$ cat config.mk
export PLATFORM = sky130hd
export DESIGN_NAME = mainDecoder
export DESIGN_NICKNAME = d
export VERILOG_FILES = /design/src/common/decodePkg.sv /design/src/mainDecoder/aluOpDecode.sv /design/src/mainDecoder/regWriteDecode.sv /design/src/mainDecoder/branchDecode.sv /design/src/mainDecoder/privDecode.sv /design/src/mainDecoder/mainDecoder.sv
export SDC_FILE = /design/constraint.sdc
export NUM_CORES = 1
export LEC_CHECK = 0
export BUFFER_PORTS_ARGS = -buffer_cell sky130_fd_sc_hd__buf_4
export CORE_MARGIN = 2
export CORE_UTILIZATION = 40
export DETAILED_ROUTE_END_ITERATION = 8
export PLACE_DENSITY = 0.7
export SKIP_LAST_GASP = 1
export SLEW_MARGIN = 20
export SYNTH_ARGS = -nofsm -noshare
export SYNTH_HDL_FRONTEND = slang
export SYNTH_HIERARCHICAL = 1
export SYNTH_SLANG_ARGS = --single-unit
$ cat constraint.sdc
create_clock -name vclk -period 3.6
set_clock_uncertainty 0.05 [all_clocks]
set_input_delay 0.18 -clock vclk [all_inputs]
set_output_delay 0.18 -clock vclk [all_outputs]
set_load 0.02 [all_outputs]
$ cat src/common/decodePkg.sv
package decodePkg;

	// major opcodes
	localparam logic [5:0]
		opRType = 6'b000000, opRegImm = 6'b000001, opJ = 6'b000010,
		opJal = 6'b000011, opBeq = 6'b000100, opBne = 6'b000101,
		opBlez = 6'b000110, opBgtz = 6'b000111;
	localparam logic [5:0]
		opAddi = 6'b001000, opAddiu = 6'b001001, opSlti = 6'b001010,
		opSltiu = 6'b001011, opAndi = 6'b001100, opOri = 6'b001101,
		opXori = 6'b001110, opLui = 6'b001111;
	localparam logic [5:0]
		opCop0 = 6'b010000, opSpecial2 = 6'b011100;
	localparam logic [5:0]
		opLb = 6'b100000, opLh = 6'b100001, opLwl = 6'b100010,
		opLw = 6'b100011, opLbu = 6'b100100, opLhu = 6'b100101,
		opLwr = 6'b100110, opLl = 6'b110000;
	localparam logic [5:0]
		opSb = 6'b101000, opSh = 6'b101001, opSwl = 6'b101010,
		opSw = 6'b101011, opSwr = 6'b101110;

	// special functs
	localparam logic [5:0]
		fnSll = 6'b000000, fnSrl = 6'b000010, fnSra = 6'b000011,
		fnSllv = 6'b000100, fnSrlv = 6'b000110, fnSrav = 6'b000111;
	localparam logic [5:0]
		fnJr = 6'b001000, fnJalr = 6'b001001, fnMovz = 6'b001010,
		fnMovn = 6'b001011, fnSyscall = 6'b001100, fnBreak = 6'b001101;
	localparam logic [5:0]
		fnMfhi = 6'b010000, fnMthi = 6'b010001, fnMflo = 6'b010010,
		fnMtlo = 6'b010011;
	localparam logic [5:0]
		fnMult = 6'b011000, fnMultu = 6'b011001, fnDiv = 6'b011010,
		fnDivu = 6'b011011;
	localparam logic [5:0]
		fnAdd = 6'b100000, fnAddu = 6'b100001, fnSub = 6'b100010,
		fnSubu = 6'b100011, fnAnd = 6'b100100, fnOr = 6'b100101,
		fnXor = 6'b100110, fnNor = 6'b100111, fnSlt = 6'b101010,
		fnSltu = 6'b101011;

	// special2 functs
	localparam logic [5:0]
		fnMadd = 6'b000000, fnMaddu = 6'b000001, fnMul = 6'b000010,
		fnMsub = 6'b000100, fnMsubu = 6'b000101, fnClz = 6'b100000,
		fnClo = 6'b100001;

	// only valid under cop0 with the co selector
	localparam logic [5:0] fnEret = 6'b011000;

	localparam logic [4:0]
		rtBltz = 5'b00000, rtBgez = 5'b00001,
		rtBltzal = 5'b10000, rtBgezal = 5'b10001;
	localparam logic [4:0]
		rsMfc0 = 5'b00000, rsMtc0 = 5'b00100, rsCo = 5'b10000;

	localparam logic [4:0] linkReg = 5'd31;

	typedef enum logic [5:0] {
		aluRType, aluRotr, aluRotrv, aluAddi, aluAddiu, aluSlti,
		aluSltiu, aluAndi, aluOri, aluXori, aluLui, aluMem,
		aluMtc0, aluMfc0, aluClo, aluClz, aluMul, aluMadd,
		aluMaddu, aluMsub, aluMsubu,
		aluUseless = 6'h3f
	} aluOpT;

	typedef enum logic [2:0] {
		brNone, brEq, brNe, brLez, brGtz, brLtz, brGez
	} branchCondT;

	typedef struct packed {
		logic [5:0] op;
		logic [4:0] rs;
		logic [4:0] rt;
		logic [4:0] rd;
		logic [4:0] shamt;
		logic [5:0] funct;
	} instrFieldsT;

	typedef struct packed {
		logic regWrite;
		logic [4:0] writeReg;
		logic isImm;
		logic signExt;
	} regCtrlT;

	typedef struct packed {
		logic memRead;
		logic memWrite;
	} memCtrlT;

	typedef struct packed {
		aluOpT aluOp;
		logic mulDivEn;
		logic mfhi;
		logic mflo;
	} aluCtrlT;

	typedef struct packed {
		logic cp0Write;
		logic isMfc;
		logic eret;
	} privCtrlT;

endpackage

$ cat src/mainDecoder/aluOpDecode.sv
`timescale 1ns/100ps

module aluOpDecode (
	input decodePkg::instrFieldsT instr,
	output decodePkg::aluCtrlT aluCtrl,
	output logic reservedInstr
);

	decodePkg::aluOpT aluOp;
	logic mulDivEn;
	logic isRType;
	logic isSpecial2;

	assign isRType = instr.op == decodePkg::opRType;
	assign isSpecial2 = instr.op == decodePkg::opSpecial2;

	always_comb begin
		mulDivEn = 1'b0;
		if (isRType) begin
			case (instr.funct)
				decodePkg::fnMult, decodePkg::fnMultu,
				decodePkg::fnDiv, decodePkg::fnDivu: mulDivEn = 1'b1;
				default: mulDivEn = 1'b0;
			endcase
		end else if (isSpecial2) begin
			case (instr.funct)
				decodePkg::fnMul, decodePkg::fnMadd, decodePkg::fnMaddu,
				decodePkg::fnMsub, decodePkg::fnMsubu: mulDivEn = 1'b1;
				default: mulDivEn = 1'b0;
			endcase
		end
	end

	always_comb begin
		aluOp = decodePkg::aluUseless;
		reservedInstr = 1'b0;
		case (instr.op)
			decodePkg::opRType: begin
				case (instr.funct)
					decodePkg::fnSll, decodePkg::fnSra, decodePkg::fnSllv, decodePkg::fnSrav,
					decodePkg::fnJr, decodePkg::fnJalr, decodePkg::fnMovz, decodePkg::fnMovn,
					decodePkg::fnSyscall, decodePkg::fnBreak,
					decodePkg::fnMfhi, decodePkg::fnMthi, decodePkg::fnMflo, decodePkg::fnMtlo,
					decodePkg::fnMult, decodePkg::fnMultu, decodePkg::fnDiv, decodePkg::fnDivu,
					decodePkg::fnAdd, decodePkg::fnAddu, decodePkg::fnSub, decodePkg::fnSubu,
					decodePkg::fnAnd, decodePkg::fnOr, decodePkg::fnXor, decodePkg::fnNor,
					decodePkg::fnSlt, decodePkg::fnSltu: aluOp = decodePkg::aluRType;
					// bit 21 turns srl into rotr
					decodePkg::fnSrl:
						aluOp = instr.rs[0] ? decodePkg::aluRotr : decodePkg::aluRType;
					// bit 6 turns srlv into rotrv
					decodePkg::fnSrlv:
						aluOp = instr.shamt[0] ? decodePkg::aluRotrv : decodePkg::aluRType;
					default: reservedInstr = 1'b1;
				endcase
			end
			decodePkg::opRegImm: begin
				case (instr.rt)
					decodePkg::rtBltz, decodePkg::rtBgez,
					decodePkg::rtBltzal, decodePkg::rtBgezal: reservedInstr = 1'b0;
					default: reservedInstr = 1'b1;
				endcase
			end
			// jumps and branches leave the alu idle
			decodePkg::opJ, decodePkg::opJal, decodePkg::opBeq, decodePkg::opBne,
			decodePkg::opBlez, decodePkg::opBgtz: reservedInstr = 1'b0;
			decodePkg::opAddi: aluOp = decodePkg::aluAddi;
			decodePkg::opAddiu: aluOp = decodePkg::aluAddiu;
			decodePkg::opSlti: aluOp = decodePkg::aluSlti;
			decodePkg::opSltiu: aluOp = decodePkg::aluSltiu;
			decodePkg::opAndi: aluOp = decodePkg::aluAndi;
			decodePkg::opOri: aluOp = decodePkg::aluOri;
			decodePkg::opXori: aluOp = decodePkg::aluXori;
			decodePkg::opLui: aluOp = decodePkg::aluLui;
			decodePkg::opLb, decodePkg::opLbu, decodePkg::opLh, decodePkg::opLhu,
			decodePkg::opLw, decodePkg::opLwl, decodePkg::opLwr, decodePkg::opLl,
			decodePkg::opSb, decodePkg::opSh, decodePkg::opSw,
			decodePkg::opSwl, decodePkg::opSwr: aluOp = decodePkg::aluMem;
			decodePkg::opCop0: begin
				case (instr.rs)
					decodePkg::rsMfc0: aluOp = decodePkg::aluMfc0;
					decodePkg::rsMtc0: aluOp = decodePkg::aluMtc0;
					// eret is the only co function left
					decodePkg::rsCo: reservedInstr = instr.funct != decodePkg::fnEret;
					default: reservedInstr = 1'b1;
				endcase
			end
			decodePkg::opSpecial2: begin
				case (instr.funct)
					decodePkg::fnMul: aluOp = decodePkg::aluMul;
					decodePkg::fnMadd: aluOp = decodePkg::aluMadd;
					decodePkg::fnMaddu: aluOp = decodePkg::aluMaddu;
					decodePkg::fnMsub: aluOp = decodePkg::aluMsub;
					decodePkg::fnMsubu: aluOp = decodePkg::aluMsubu;
					decodePkg::fnClo: aluOp = decodePkg::aluClo;
					decodePkg::fnClz: aluOp = decodePkg::aluClz;
					default: reservedInstr = 1'b1;
				endcase
			end
			default: reservedInstr = 1'b1;
		endcase
	end

	assign aluCtrl = '{
		aluOp: aluOp,
		mulDivEn: mulDivEn,
		mfhi: isRType && instr.funct == decodePkg::fnMfhi,
		mflo: isRType && instr.funct == decodePkg::fnMflo
	};

endmodule

$ cat src/mainDecoder/regWriteDecode.sv
`timescale 1ns/100ps

module regWriteDecode (
	input decodePkg::instrFieldsT instr,
	output decodePkg::regCtrlT regCtrl,
	output decodePkg::memCtrlT memCtrl
);

	typedef enum logic [2:0] {
		clsNone, clsRd, clsRt, clsLink, clsImm, clsLoad, clsStore
	} writeClassT;

	writeClassT writeClass;

	always_comb begin
		writeClass = clsNone;
		case (instr.op)
			decodePkg::opRType: begin
				case (instr.funct)
					decodePkg::fnJalr: writeClass = clsLink;
					decodePkg::fnJr, decodePkg::fnMult, decodePkg::fnMultu,
					decodePkg::fnDiv, decodePkg::fnDivu, decodePkg::fnMthi,
					decodePkg::fnMtlo, decodePkg::fnSyscall,
					decodePkg::fnBreak: writeClass = clsNone;
					// reserved r-type encodings also land here
					default: writeClass = clsRd;
				endcase
			end
			decodePkg::opRegImm:
				if (instr.rt == decodePkg::rtBltzal || instr.rt == decodePkg::rtBgezal)
					writeClass = clsLink;
			decodePkg::opJal: writeClass = clsLink;
			decodePkg::opAddi, decodePkg::opAddiu, decodePkg::opSlti, decodePkg::opSltiu,
			decodePkg::opAndi, decodePkg::opOri, decodePkg::opXori,
			decodePkg::opLui: writeClass = clsImm;
			decodePkg::opLb, decodePkg::opLbu, decodePkg::opLh, decodePkg::opLhu,
			decodePkg::opLw, decodePkg::opLwl, decodePkg::opLwr,
			decodePkg::opLl: writeClass = clsLoad;
			decodePkg::opSb, decodePkg::opSh, decodePkg::opSw,
			decodePkg::opSwl, decodePkg::opSwr: writeClass = clsStore;
			decodePkg::opCop0:
				if (instr.rs == decodePkg::rsMfc0)
					writeClass = clsRt;
			decodePkg::opSpecial2: begin
				case (instr.funct)
					decodePkg::fnMul, decodePkg::fnClo, decodePkg::fnClz: writeClass = clsRd;
					default: writeClass = clsNone;
				endcase
			end
			default: writeClass = clsNone;
		endcase
	end

	always_comb begin
		// andi, ori, xori and lui zero-extend
		regCtrl = '{
			regWrite: 1'b0,
			writeReg: instr.rd,
			isImm: 1'b0,
			signExt: |(instr.op[5:2] ^ 4'b0011)
		};
		memCtrl = '{memRead: 1'b0, memWrite: 1'b0};
		case (writeClass)
			clsRd: regCtrl.regWrite = 1'b1;
			clsRt: begin
				regCtrl.regWrite = 1'b1;
				regCtrl.writeReg = instr.rt;
			end
			clsLink: begin
				regCtrl.regWrite = 1'b1;
				regCtrl.writeReg = decodePkg::linkReg;
			end
			clsImm, clsLoad: begin
				regCtrl.regWrite = 1'b1;
				regCtrl.writeReg = instr.rt;
				regCtrl.isImm = 1'b1;
				memCtrl.memRead = writeClass == clsLoad;
			end
			clsStore: begin
				regCtrl.isImm = 1'b1;
				memCtrl.memWrite = 1'b1;
			end
			default: regCtrl.regWrite = 1'b0;
		endcase
	end

endmodule

$ cat src/mainDecoder/branchDecode.sv
`timescale 1ns/100ps

module branchDecode (
	input decodePkg::instrFieldsT instr,
	output decodePkg::branchCondT branchCond
);

	always_comb begin
		case (instr.op)
			decodePkg::opBeq: branchCond = decodePkg::brEq;
			decodePkg::opBne: branchCond = decodePkg::brNe;
			decodePkg::opBlez: branchCond = decodePkg::brLez;
			decodePkg::opBgtz: branchCond = decodePkg::brGtz;
			decodePkg::opRegImm: begin
				// link variants share the compare with their plain forms
				case (instr.rt)
					decodePkg::rtBltz, decodePkg::rtBltzal:
						branchCond = decodePkg::brLtz;
					decodePkg::rtBgez, decodePkg::rtBgezal:
						branchCond = decodePkg::brGez;
					// unknown selector falls back to ltz
					default: branchCond = decodePkg::brLtz;
				endcase
			end
			default: branchCond = decodePkg::brNone;
		endcase
	end

endmodule

$ cat src/mainDecoder/privDecode.sv
`timescale 1ns/100ps

module privDecode (
	input decodePkg::instrFieldsT instr,
	output decodePkg::privCtrlT privCtrl
);

	logic isCop0;
	logic isCo;

	assign isCop0 = instr.op == decodePkg::opCop0;
	assign isCo = isCop0 && instr.rs == decodePkg::rsCo;

	// mfc0 reads cp0 into rt, mtc0 writes rt into cp0
	assign privCtrl = '{
		cp0Write: isCop0 && instr.rs == decodePkg::rsMtc0,
		isMfc: isCop0 && instr.rs == decodePkg::rsMfc0,
		eret: isCo && instr.funct == decodePkg::fnEret
	};

endmodule

$ cat src/mainDecoder/mainDecoder.sv
`timescale 1ns/100ps

module mainDecoder (
	input decodePkg::instrFieldsT instr,
	output decodePkg::regCtrlT regCtrl,
	output decodePkg::memCtrlT memCtrl,
	output decodePkg::aluCtrlT aluCtrl,
	output decodePkg::branchCondT branchCond,
	output decodePkg::privCtrlT privCtrl,
	output logic reservedInstr
);

	// legality is judged by the alu decoder alone
	aluOpDecode aluOpDecodeInst (
		.instr(instr),
		.aluCtrl(aluCtrl),
		.reservedInstr(reservedInstr)
	);

	regWriteDecode regWriteDecodeInst (
		.instr(instr),
		.regCtrl(regCtrl),
		.memCtrl(memCtrl)
	);

	branchDecode branchDecodeInst (
		.instr(instr),
		.branchCond(branchCond)
	);

	privDecode privDecodeInst (
		.instr(instr),
		.privCtrl(privCtrl)
	);

endmodule

After elaboration in Yosys (flattened, before gate mapping)

Memory sizes are Yosys's and may differ from the RTL's.
Index checks and enable logic that the tools add are counted.

Add/subtract/negate cells: 0
Multipliers: 0
Div/mod/pow operators: 0
$lt $le $gt $ge: 0
Eq/ne operators: 73
Shift operators: 0
Muxes and demuxes: 27
Bitwise operators: 1
Reductions and logical operators: 30

Operators with widths:

| operator                                       | number |
|---|---|
| == test 6 bit (second input constant)          | 23 |
| == test 6 x 4 -> 1 bit (second input constant) | 14 |
| case mux 6 bit (12 select lines)               | 1 |
| == test 6 x 5 -> 1 bit (second input constant) | 10 |
| == test 6 x 3 -> 1 bit (second input constant) | 8 |
| case mux 6 bit (7 select lines)                | 1 |
| OR reduction 30 bit                            | 1 |
| OR reduction 28 bit                            | 1 |
| OR reduction 27 bit                            | 1 |
| == test 6 x 2 -> 1 bit (second input constant) | 4 |
| case mux 3 bit (8 select lines)                | 1 |
| case mux 6 bit (3 select lines)                | 1 |
| OR reduction 8 bit                             | 2 |
| == test 5 bit (second input constant)          | 3 |
| case mux 3 bit (5 select lines)                | 1 |
| OR reduction 5 bit                             | 3 |
| two-way mux 1 bit                              | 13 |
| OR reduction 13 bit                            | 1 |
| == test 6 x 1 -> 1 bit (second input constant) | 2 |
| logical NOT 6 bit                              | 2 |
| case mux 6 bit (2 select lines)                | 1 |
| OR reduction 4 bit                             | 3 |
| logical NOT 5 bit                              | 2 |
| case mux 5 bit (2 select lines)                | 1 |
| 16 further kinds                               | 31 |

Register bits: 0
Latch bits: 0
Memory bits (writable): 0
Memory bits (read-only): 64
Input bits: 32
Output and inout bits: 26
Memories kept: 1

Memory list:

| name            | words | width | read ports | clocked after memory_dff | wr ports | RTL line             | text |
|---|---|---|---|---|---|---|---|
| (no name shown) | 32    | 2     | 1          | 0                        | 0        | regWriteDecode.sv:19 | `case (instr.funct)` |

Depth between registers and ports, before layout

Gate-level depths: netlist of the first run.

Word-level depth: 7
Gate-level depth with buffers: 7

Cells and area by module

The synthesis of the first run kept the hierarchy.

Modules (own cells, without submodules):

| module         | times used | cells each | area each (um^2) | sequential area each (um^2) |
|---|---|---|---|---|
| aluOpDecode    | 1          | 111        | 705.7            | 0.0 |
| regWriteDecode | 1          | 52         | 379.1            | 0.0 |
| branchDecode   | 1          | 11         | 88.8             | 0.0 |
| privDecode     | 1          | 9          | 70.1             | 0.0 |

Worst setup path after synthesis of the first run

Ideal clock, no wire load.

Kind: input -> output
Start point: input port instr[29] (netlist bit)
End point: output port regCtrl[7] (netlist bit)
Data arrival time: 1.698 ns
Slack: 1.672 ns
Stages: 5
Path buffers: 1
Cell sequence: buf_6 > or4_4 > or4_4 > and3b_1 > nand4_1

RTL lines:

| element            | RTL line         | text |
|---|---|---|
| start: declaration | mainDecoder.sv:4 | `input decodePkg::instrFieldsT instr,` |
| end: declaration   | mainDecoder.sv:5 | `output decodePkg::regCtrlT regCtrl,` |

==> summary.md, run 1 <==
| Metric | Value |
|---|---|
| Core ar. | `between 0.003 and 0.004 mm2` |
| Grt met2 use | `34.0%` |
| Vias after detailed routing | `~1600` |
| Static leakage | `roughly 0.59 nW` |
| WL/cell | `around 15 um` |
| DR DRC count | `0` |
| Outcome | `finished, final reports clean` |
| CTS resizes | `0` |
| Vias in the first global route | `between 1000 and 1500` |
| Met3 usage | `under 10%` |
| Reg area | `0 um2` |
| Largest net degree at the start of global routing | `30` |
| Layout cells sized above 1 | `approximately a third` |
| Final hold viol count | `0` |
| Sequential share of the synthesized area | `0%` |
| Final setup violation count | `0` |
| Overflow after GRT | `0` |
| DRT iter0 DRCs | `77` |
| CP endpoint kind | `primary output` |
| First-pass GRT wire length | `roughly 6.0 mm` |
| Min-delay src | `instr[25]` |
| Port buffer count | `54` |
| Final Max Tran Viols | `0` |
| Post-Synthesis Cells | `roughly 180` |
| Max cap viols | `0` |
| Setup TNS | `0 ps` |
| Internal power | `approximately 88 uW` |
| Num rows | `20` |
| Nets | `about 260` |
| PwrDens | `between 100 and 150 mW/mm2` |
| Layout Cells excl Fill | `approximately 260` |
| Hold_buf cts | `0` |
| RSZ-0062 raised after global routing | `false` |
| Clock Buffer Count | `0` |
| Most Crowded Layer GR | `met2` |
| FMAX | `~460 MHz` |
| Largest cells by area after synthesis | `o32a_2 (4.5%), a21oi_1 (4.4%), nor3_1 (4.4%)` |
| Yosys warns | `6` |
| Final min period | `2170 ps` |
| Top cell type by total area after synthesis | `o32a_2` |
| Initial core utilization | `about 41%` |
| Number of routed nets with antenna violations | `0` |
| Distinct cell type count after synthesis | `60` |
| Antenna violations before repair | `0` |
| Placed Cells incl. Taps | `about 260` |
| Total power | `roughly 200 uW` |
| Mapped cell area | `0.00124 mm2` |
| WS Path Type | `in -> out` |
| Worst IR Drop VDD | `0.0877 mV` |
| DIE AREA | `between 0.003 and 0.004 mm2` |
| Die W | `around 60 um` |
| Maximum fanout along the worst path | `28` |
| Iteration count of the initial detailed-routing pass | `4` |
| Ports | `58` |
| Synth top area share | `4.53%` |
| Gpl congestion | `between 0.8 and 0.9` |
| Post-Syn Area per Cell | `about 6.8 um2` |
| Die Y | `59.8 um` |
| Worst Path Arrival | `1940 ps` |
| Seq cells | `0` |
| Sw Share | `between 50% and 60%` |
| Least-Margin Pin Slew | `around 500 ps` |
| Fin crit share | `60.3%` |
| Sequential power share | `0%` |
| GRT Total Usage | `about a fifth` |
| Worst EP required | `about 3400 ps` |
| Gate power share | `100.0%` |
| Worst hold path depth | `3` |
| Met1 layer usage reported by global route | `about 30%` |
| Worst hold path class | `in -> out` |
| Clock network power share | `0%` |
| Syn nets | `~220` |
| Vias per cell | `~6.3` |
| Total wire length | `roughly 3.7 mm` |
| Net switching power | `roughly 110 uW` |
| Detailed Place HPWL | `approximately 2.6 mm` |
| Max_slew headroom | `between 60% and 70%` |
| CP Launch Type | `input pin` |
| N_diodes | `0` |
| Hold Crit Endpoint | `privCtrl[2]` |
| Area Growth Syn to Fin | `28.9%` |
| Post-CTS Setup Inserts | `0` |
-- metal layers --
metal  routed length [um]  share of wire [%]
met2                 1730                 47
met1                 1780                 48
met4                    0                  0
met5                    0                  0
met3                  195                5.3
-- power by group through the flow --
stage | sequential (mW) | clock, mW | combinational [mW]
final | 0 | 0 | 0.200
after global routing | 0 | 0 | 0.217
after CTS | 0 | 0 | 0.200
after detailed placement | 0 | 0 | 0.199
after global placement | 0 | 0 | 0.198
after floorplan | 0 | 0 | 0.117
-- synth_stat cells, types with 3 or more instances --
| cell type | n |
|---|---|
| nor2_1 | 14 |
| and3b_1 | 3 |
| a21oi_1 | 11 |
| o32a_2 | 5 |
| nand2b_1 | 5 |
| nor2b_1 | 3 |
| clkbuf_1 | 3 |
| nor4b_1 | 6 |
| nor3_1 | 11 |
| o21ai_0 | 8 |
| buf_2 | 7 |
| nor4bb_1 | 3 |
| a31oi_1 | 3 |
| nor3b_1 | 4 |
| nand3b_1 | 7 |
| nor4_1 | 7 |
| nand4_1 | 4 |
| buf_4 | 4 |
| o211ai_1 | 3 |
| nand2_1 | 11 |
| nand3_1 | 7 |
-- cell families (layout without fill, tap and decap cells) --
| kind of cell | Yosys count | in the layout | share of synthesized area, % |
|---|---|---|---|
| AOI/OAI and AO/OA | 51 | 51 | 30.2 |
| xor gates and xnor gates | 2 | 2 | 1.41 |
| buffers and inverters | 18 | 57 | 7.95 |
| muxes | 2 | 2 | 1.61 |
| and+or+nand+nor | 110 | 110 | 58.9 |
-- through the flow --
step                      util (%)  hold slack, ps  setup WS [ps]  cell area [um2]
after global routing          53.4             634           1410             1600
after detailed placement      53.4             622           1460             1600
after global placement        53.4             621           1460             1600
after CTS                     53.4             622           1450             1600
after floorplan                  -             355           1670             1240
final                         53.4             622           1430             1600
-- critical path, stage by stage --
cell     delay (ps)
buf_4           210
or4_4           570
or4_4           550
and3b_1         180
nand4_1          90
buf_4           150
-- placed cells by master (no fill, tap or decap), types with 3 or more instances in the layout --
master    synthesis  routed
a31oi_1           3       3
nor4b_1           6       6
nor3b_1           4       4
nand3_1           7       7
o211ai_1          3       3
a21oi_1          11      11
o21ai_0           8       8
o32a_2            5       5
nor2b_1           3       3
nand2b_1          5       5
nor4_1            7       7
nor3_1           11      11
nand3b_1          7       7
and3b_1           3       3
buf_4             4      54
nor4bb_1          3       3
nand2_1          11      11
nor2_1           14      14
nand4_1           4       4
-- worst max path at each step --
stage	from	endpoint
5_1_grt	instr[28]	regCtrl[7]
2_1_floorplan	instr[29]	regCtrl[7]
6_report	instr[28]	regCtrl[7]
3_5_place_dp	instr[28]	regCtrl[7]
4_1_cts	instr[28]	regCtrl[7]
3_3_place_gp	instr[28]	regCtrl[5]
-- area by class of cell --
class / count / area, um2
fillers: 324 / 1400
repair buffers: 54 / 405
well taps: 33 / 41.3
inverters: 3 / 11.3
multi-input cells: 165 / 1140
Power figures use the tool's default switching activity.
==> run 2: changes to the inputs <==
- ABC_AREA: not set -> 1
- clock period: 3.6 -> 1.85 ns (I/O delays scaled with it)
==> summary.md, run 2 <==
| Metric | Value |
|---|---|
| WL/cell | `9.95 um (-31%)` |
| Grt met2 use | `33.3% (-0.67 points)` |
| Hold Crit Endpoint | `regCtrl[4]` |
| Placed Area | `0.00191 mm2 (+19%)` |
| Final min period | `1540 ps` |
| Setup WS pre-CTS | `338 ps (-1120 ps)` |
| CP peak stage delay | `270 ps (-300 ps)` |
| Final instance area | `0.00191 mm2 (+19%)` |
| Most Crowded Layer GR | `met2` |
| Fin crit share | `83.2%` |
| N_diodes | `0 (unchanged)` |
| Maximum fanout along the worst path | `16 (-43%)` |
| Layout cells sized above 1 | `26.9% (-5.5 points)` |
| WS Path Type | `in -> out` |
| First-pass GRT wire length | `7.10 mm (+18%)` |
| Final Max Tran Viols | `0 (unchanged)` |
| Number of routed nets with antenna violations | `0 (unchanged)` |
| Clock network power share | `0% (unchanged)` |
| Die W | `64.6 um (+8.1%)` |
| CP Launch Type | `input pin` |
| Most common cell in the netlist | `nand2_1` |
| DRT iter0 DRCs | `127 (+65%)` |
| Worst hold path class | `in -> out` |
| Most common cell after layout, fill and taps aside | `nand2_1` |
| Worst EP required | `1710 ps (-1660 ps)` |
| Antenna violations before repair | `0 (unchanged)` |
| Vias per cell | `4.76 (-24%)` |
| Distinct cell type count after synthesis | `26 (-57%)` |
| Mapped cell area | `0.00147 mm2 (+18%)` |
| Post-Syn Area per Cell | `4.70 um2 (-31%)` |
| Max_slew headroom | `75.2% (+7.9 points)` |
| Num rows | `22 (+10%)` |
| Synth top area share | `22.3% (+18 points)` |
| Initial core utilization | `40.7% (-0.72 points)` |
| Area Growth Syn to Fin | `30.4%` |
| Final WS setup | `312 ps (-1120 ps)` |
| Overflow after GRT | `0 (unchanged)` |
| WHS | `454 ps (-168 ps)` |
| Met3 usage | `0% (-1.3 points)` |
| Largest cells by area after synthesis | `nand2_1 (22%), nor2_1 (17%), nand3_1 (14%)` |
| Hold_buf cts | `0 (unchanged)` |
| Final hold viol count | `0 (unchanged)` |
| Gate power share | `100.0% (about the same)` |
| DIE AREA | `0.00417 mm2 (+17%)` |
| Total wire length | `4.10 mm (+11%)` |
| Static leakage | `1.13 nW (+92%)` |
| Worst path cell trace | `buf_4 > nor2_2 > nand3_2 > inv_2 > nand2_2 > a21oi_4 > nor2_1 > nand3_1 > buf_4` |
| Setup TNS | `0 ps (unchanged)` |
| Vias after detailed routing | `1960 (+23%)` |
| Met1 layer usage reported by global route | `29.8% (+0.32 points)` |
| Min-delay src | `instr[13]` |
| Least-Margin Pin Slew | `369 ps (-118 ps)` |
| Post-layout util | `53.1% (-0.29 points)` |
| Synth cell count leaders | `nand2_1 (87), nor2_1 (65), inv_1 (50)` |
| Slowest cell on the critical path | `nor2_2` |
| Gpl congestion | `0.880 (+8.3%)` |
| Top cell type by total area after synthesis | `nand2_1` |
| Largest net degree at the start of global routing | `19 (-37%)` |
| Iteration count of the initial detailed-routing pass | `5 (+1)` |
| Max cap viols | `0 (unchanged)` |
| Worst Path Buf+Inv | `3 (+1)` |
| Ports | `58 (unchanged)` |
| Syn nets | `344 (+60%)` |
| FMAX | `650 MHz` |
| Seq cells | `0 (unchanged)` |
| Post-Synthesis Cells | `312 (+70%)` |
| Nets | `398 (+55%)` |
| Worst Path Arrival | `1400 ps (-540 ps)` |
| PwrDens | `216 mW/mm2 (+73%)` |
| Worst hold path depth | `4 (+1)` |
| Die Y | `64.6 um (+8.1%)` |
| Net switching power | `254 uW (+130%)` |
| GRT Total Usage | `19.8% (-0.44 points)` |
| RSZ-0062 raised after global routing | `false` |
| Internal power | `160 uW (+82%)` |
| Commonest cells after routing, fill and taps aside | `nand2_1 (87), nor2_1 (65), buf_4 (54)` |
| Sequential power share | `0% (unchanged)` |
| Final setup violation count | `0 (unchanged)` |
| Port buffer count | `54 (unchanged)` |
| Post-CTS Setup Inserts | `0 (unchanged)` |
| Core ar. | `0.00361 mm2 (+20%)` |
| CTS resizes | `0 (unchanged)` |
| CP delay by family, top | `simple AND/OR/NAND/NOR gates` |
| Clock Buffer Count | `0 (unchanged)` |
| Vias in the first global route | `1667 (+25%)` |
| Worst IR Drop VDD | `0.104 mV (+19%)` |
| Sequential share of the synthesized area | `0% (unchanged)` |
| Sw Share | `61.3% (+5.3 points)` |
| Detailed Place HPWL | `3.42 mm (+30%)` |
| Reg area | `0 um2 (unchanged)` |
| CP endpoint kind | `primary output` |
| Outcome | `finished, final reports clean` |
| Most Frequent Cell on Critical Path | `buf_4` |
| DR DRC count | `0 (unchanged)` |
| Yosys warns | `6 (unchanged)` |
==> run 2: cell count changes in the layout (fill, tap and decap cells not counted), sizes merged, moves of 6 or more <==
cell	change
inv	+53
nor4	-9
nand2	+84
nor2	+69
nor3	-6
nand2b	-6
nand3	+41
nor4b	-6
a21oi	-8
==> run 2: logic make-up after synthesis <==
kind of cell | count (synthesis) | share of synthesized area (%)
compound gates | 13 | 5.80
buf+inv | 58 | 15.6
simple gates | 241 | 78.6
==> run 2: worst max path at each step <==
| stage | start | end | slack [ps] | depth (start not counted) |
|---|---|---|---|---|
| after floorplan | instr[29] | aluCtrl[7] | 650 | 8 |
| after detailed placement | instr[27] | aluCtrl[7] | 340 | 9 |
| after global routing | instr[27] | aluCtrl[4] | 180 | 11 |
| after CTS | instr[27] | aluCtrl[7] | 330 | 9 |
| final | instr[27] | aluCtrl[7] | 310 | 9 |
| after global placement | instr[27] | aluCtrl[7] | 350 | 9 |
==> run 2: area by class of cell <==
class	instances	area (um2)
inverters	56	210
fillers	417	1690
well taps	48	60.1
multi-input cells	254	1240
repair buffers	54	405
==> run 2: metrics by stage <==
stage / std cells / power (mW)
2_1_floorplan: 312 / 0.235
3_3_place_gp: 412 / 0.412
3_5_place_dp: 412 / 0.413
4_1_cts: 412 / 0.415
5_1_grt: 412 / 0.460
6_report: 412 / 0.414
==> run 2: metal layers <==
metal	up-vias	wire length [um]
li1	1069	-
met1	851	2070
met4	0	0
met3	0	159
met2	40	1870
met5	-	0
==> run 2: tightest hold or removal path, stage by stage <==
cell and delay, ps:
buf_4 80, nand3_1 60, nand2_1 60, buf_4 130
==> run 2: power by group through the flow <==
stage               clock network (mW)  logic (mW)  registers [mW]
floorplan                            0       0.235               0
global placement                     0       0.412               0
detailed placement                   0       0.413               0
CTS                                  0       0.415               0
global route                         0       0.460               0
finish                               0       0.414               0
==> run 3: changes to the inputs <==
- clock period: 1.85 -> 1.3 ns (I/O delays scaled with it)
==> summary.md, run 3 (synthesis results as in run 2) <==
| Metric | Value |
|---|---|
| Outcome | `finished, violations left` |
| Failing checks | `negative setup slack` |
| Least-Margin Pin Slew | `337 ps (-32.1 ps)` |
| RSZ-0062 raised after global routing | `true` |
| PwrDens | `321 mW/mm2 (+49%)` |
| Area Growth Syn to Fin | `78.8%` |
| Most common cell after layout, fill and taps aside | `nand2_1` |
| Max_slew headroom | `77.4% (+2.3 points)` |
| Worst EP required | `1190 ps (-520 ps)` |
| Filler cells | `316 (-24%)` |
| DRT iter0 DRCs | `105 (-17%)` |
| Clock network power share | `0% (unchanged)` |
| CP Launch Type | `input pin` |
| GRT Total Usage | `21.9% (+2.1 points)` |
| DIE AREA | `0.00417 mm2 (unchanged)` |
| Internal power | `390 uW (+140%)` |
| Initial core utilization | `40.7% (unchanged)` |
| Num rows | `22 (unchanged)` |
| Worst Path Arrival | `1220 ps (-180 ps)` |
| Sequential power share | `0% (unchanged)` |
| Net switching power | `453 uW (+78%)` |
| Port buffer count | `54 (unchanged)` |
| Fin crit share | `102%` |
| Hold_buf cts | `0 (unchanged)` |
| Final hold viol count | `0 (unchanged)` |
| Hold Crit Endpoint | `regCtrl[6]` |
| CP peak stage delay | `220 ps (-50 ps)` |
| Slowest cell on the critical path | `nor2_4` |
| FMAX | `roughly 750 MHz` |
| Gate power share | `100.0% (about the same)` |
| Worst path cell trace | `buf_8 > nor2_4 > buf_6 > nand2_2 > nand2_2 > inv_1 > nand2_2 > nor2_4 > nor2_4 > nand2_1 > buf_6` |
| Nets | `441 (+11%)` |
| Worst IR Drop VDD | `0.177 mV (+70%)` |
| Final Max Tran Viols | `0 (unchanged)` |
| Worst Path Buf+Inv | `4 (+1)` |
| Min-delay src | `instr[15]` |
| Multi-input logic area | `0.00148 mm2 (+19%)` |
| Number of routed nets with antenna violations | `0 (unchanged)` |
| First-pass GRT wire length | `7.78 mm (+9.6%)` |
| Total wire length | `4.97 mm (+21%)` |
| Die W | `64.6 um (unchanged)` |
| Vias in the first global route | `1873 (+12%)` |
| WHS | `395 ps (-58.3 ps)` |
| Core ar. | `0.00361 mm2 (unchanged)` |
| Ports | `58 (unchanged)` |
| Largest net degree at the start of global routing | `9 (-10)` |
| Total power | `842 uW (+100%)` |
| Vias per cell | `4.71 (-0.90%)` |
| Maximum fanout along the worst path | `6 (-10)` |
| Final setup violation count | `5 (+5)` |
| Final min period | `around 1300 ps` |
| Reg area | `0 um2 (unchanged)` |
| Layout Cells excl Fill | `455 (+10%)` |
| Overflow after GRT | `0 (unchanged)` |
| DR DRC count | `0 (unchanged)` |
| CP endpoint kind | `primary output` |
| Static leakage | `1.43 nW (+27%)` |
| WL/cell | `10.9 um (+9.7%)` |
| Iteration count of the initial detailed-routing pass | `4 (-1)` |
| CP delay by family, top | `simple AND/OR/NAND/NOR gates` |
| Gpl congestion | `0.918 (+4.2%)` |
| Seq cells | `0 (unchanged)` |
| Max cap viols | `0 (unchanged)` |
| Die Y | `64.6 um (unchanged)` |
| Detailed Place HPWL | `3.81 mm (+11%)` |
| Worst hold path class | `in -> out` |
| Final WS setup | `-31.5 ps (-343 ps)` |
| Commonest cells after routing, fill and taps aside | `nand2_1 (76), buf_4 (70), nor2_1 (49)` |
| WS Path Type | `in -> out` |
| Clock Buffer Count | `0 (unchanged)` |
| Placed Cells incl. Taps | `448 (+8.7%)` |
| Antenna violations before repair | `0 (unchanged)` |
| Sw Share | `53.7% (-7.6 points)` |
| N_diodes | `0 (unchanged)` |
| Setup WS pre-CTS | `-106 ps (-444 ps)` |
| Worst hold path depth | `4 (unchanged)` |
| Vias after detailed routing | `2145 (+9.4%)` |
| Layout cells sized above 1 | `46.7% (+20 points)` |
## run 3: cell count changes in the layout (fill, tap and decap cells not counted), sizes merged
cell  change
buf      +43
## run 3: worst max path at each step
| stage | to | cells past startpoint | start |
|---|---|---|---|
| 3_5_place_dp | aluCtrl[4] | 12 | instr[31] |
| 4_1_cts | aluCtrl[3] | 9 | instr[5] |
| 2_1_floorplan | aluCtrl[7] | 8 | instr[29] |
| 6_report | aluCtrl[4] | 11 | instr[27] |
| 3_3_place_gp | aluCtrl[3] | 9 | instr[27] |
| 5_1_grt | aluCtrl[6] | 11 | instr[27] |
## run 3: final cells by class
cell class,instances,area share (%)
repair buffers,97,33.0
inverters,56,8.39
well taps,48,2.29
multi-input cells,254,56.3
## run 3: layer usage
metal  track usage, %  vias up  wire length [um]
met5                0        -                 0
met4             1.86        0                 0
met3            0.347        0               109
met2             40.4       36              2620
met1             29.6      949              2240
li1                 -     1160                 -
## run 3: tightest hold or removal path, stage by stage
cell	delay [ps]
buf_4	80
nand3_1	60
nand2_1	70
buf_6	110
## run 3: power groups by stage
stage | registers (mW) | logic, mW | clock network (mW)
3_3_place_gp | 0 | 0.680 | 0
5_1_grt | 0 | 0.913 | 0
2_1_floorplan | 0 | 0.335 | 0
3_5_place_dp | 0 | 0.683 | 0
6_report | 0 | 0.842 | 0
4_1_cts | 0 | 0.733 | 0
## run 3: timing repair
item	in CTS	in global routing
endpoints found under the setup margin	12	13
setup buffers	3	4
pin swaps	17	32
resized for setup	34	66
## run 3: metrics by stage
stage,util (%),TNS (ps),area (um2)
after floorplan,-,0,1470
after CTS,65.3,-31.6,2350
after detailed placement,61.6,-756,2220
after global placement,61.6,-502,2220
final,72.8,-55.0,2620
after global routing,72.8,-1020,2620
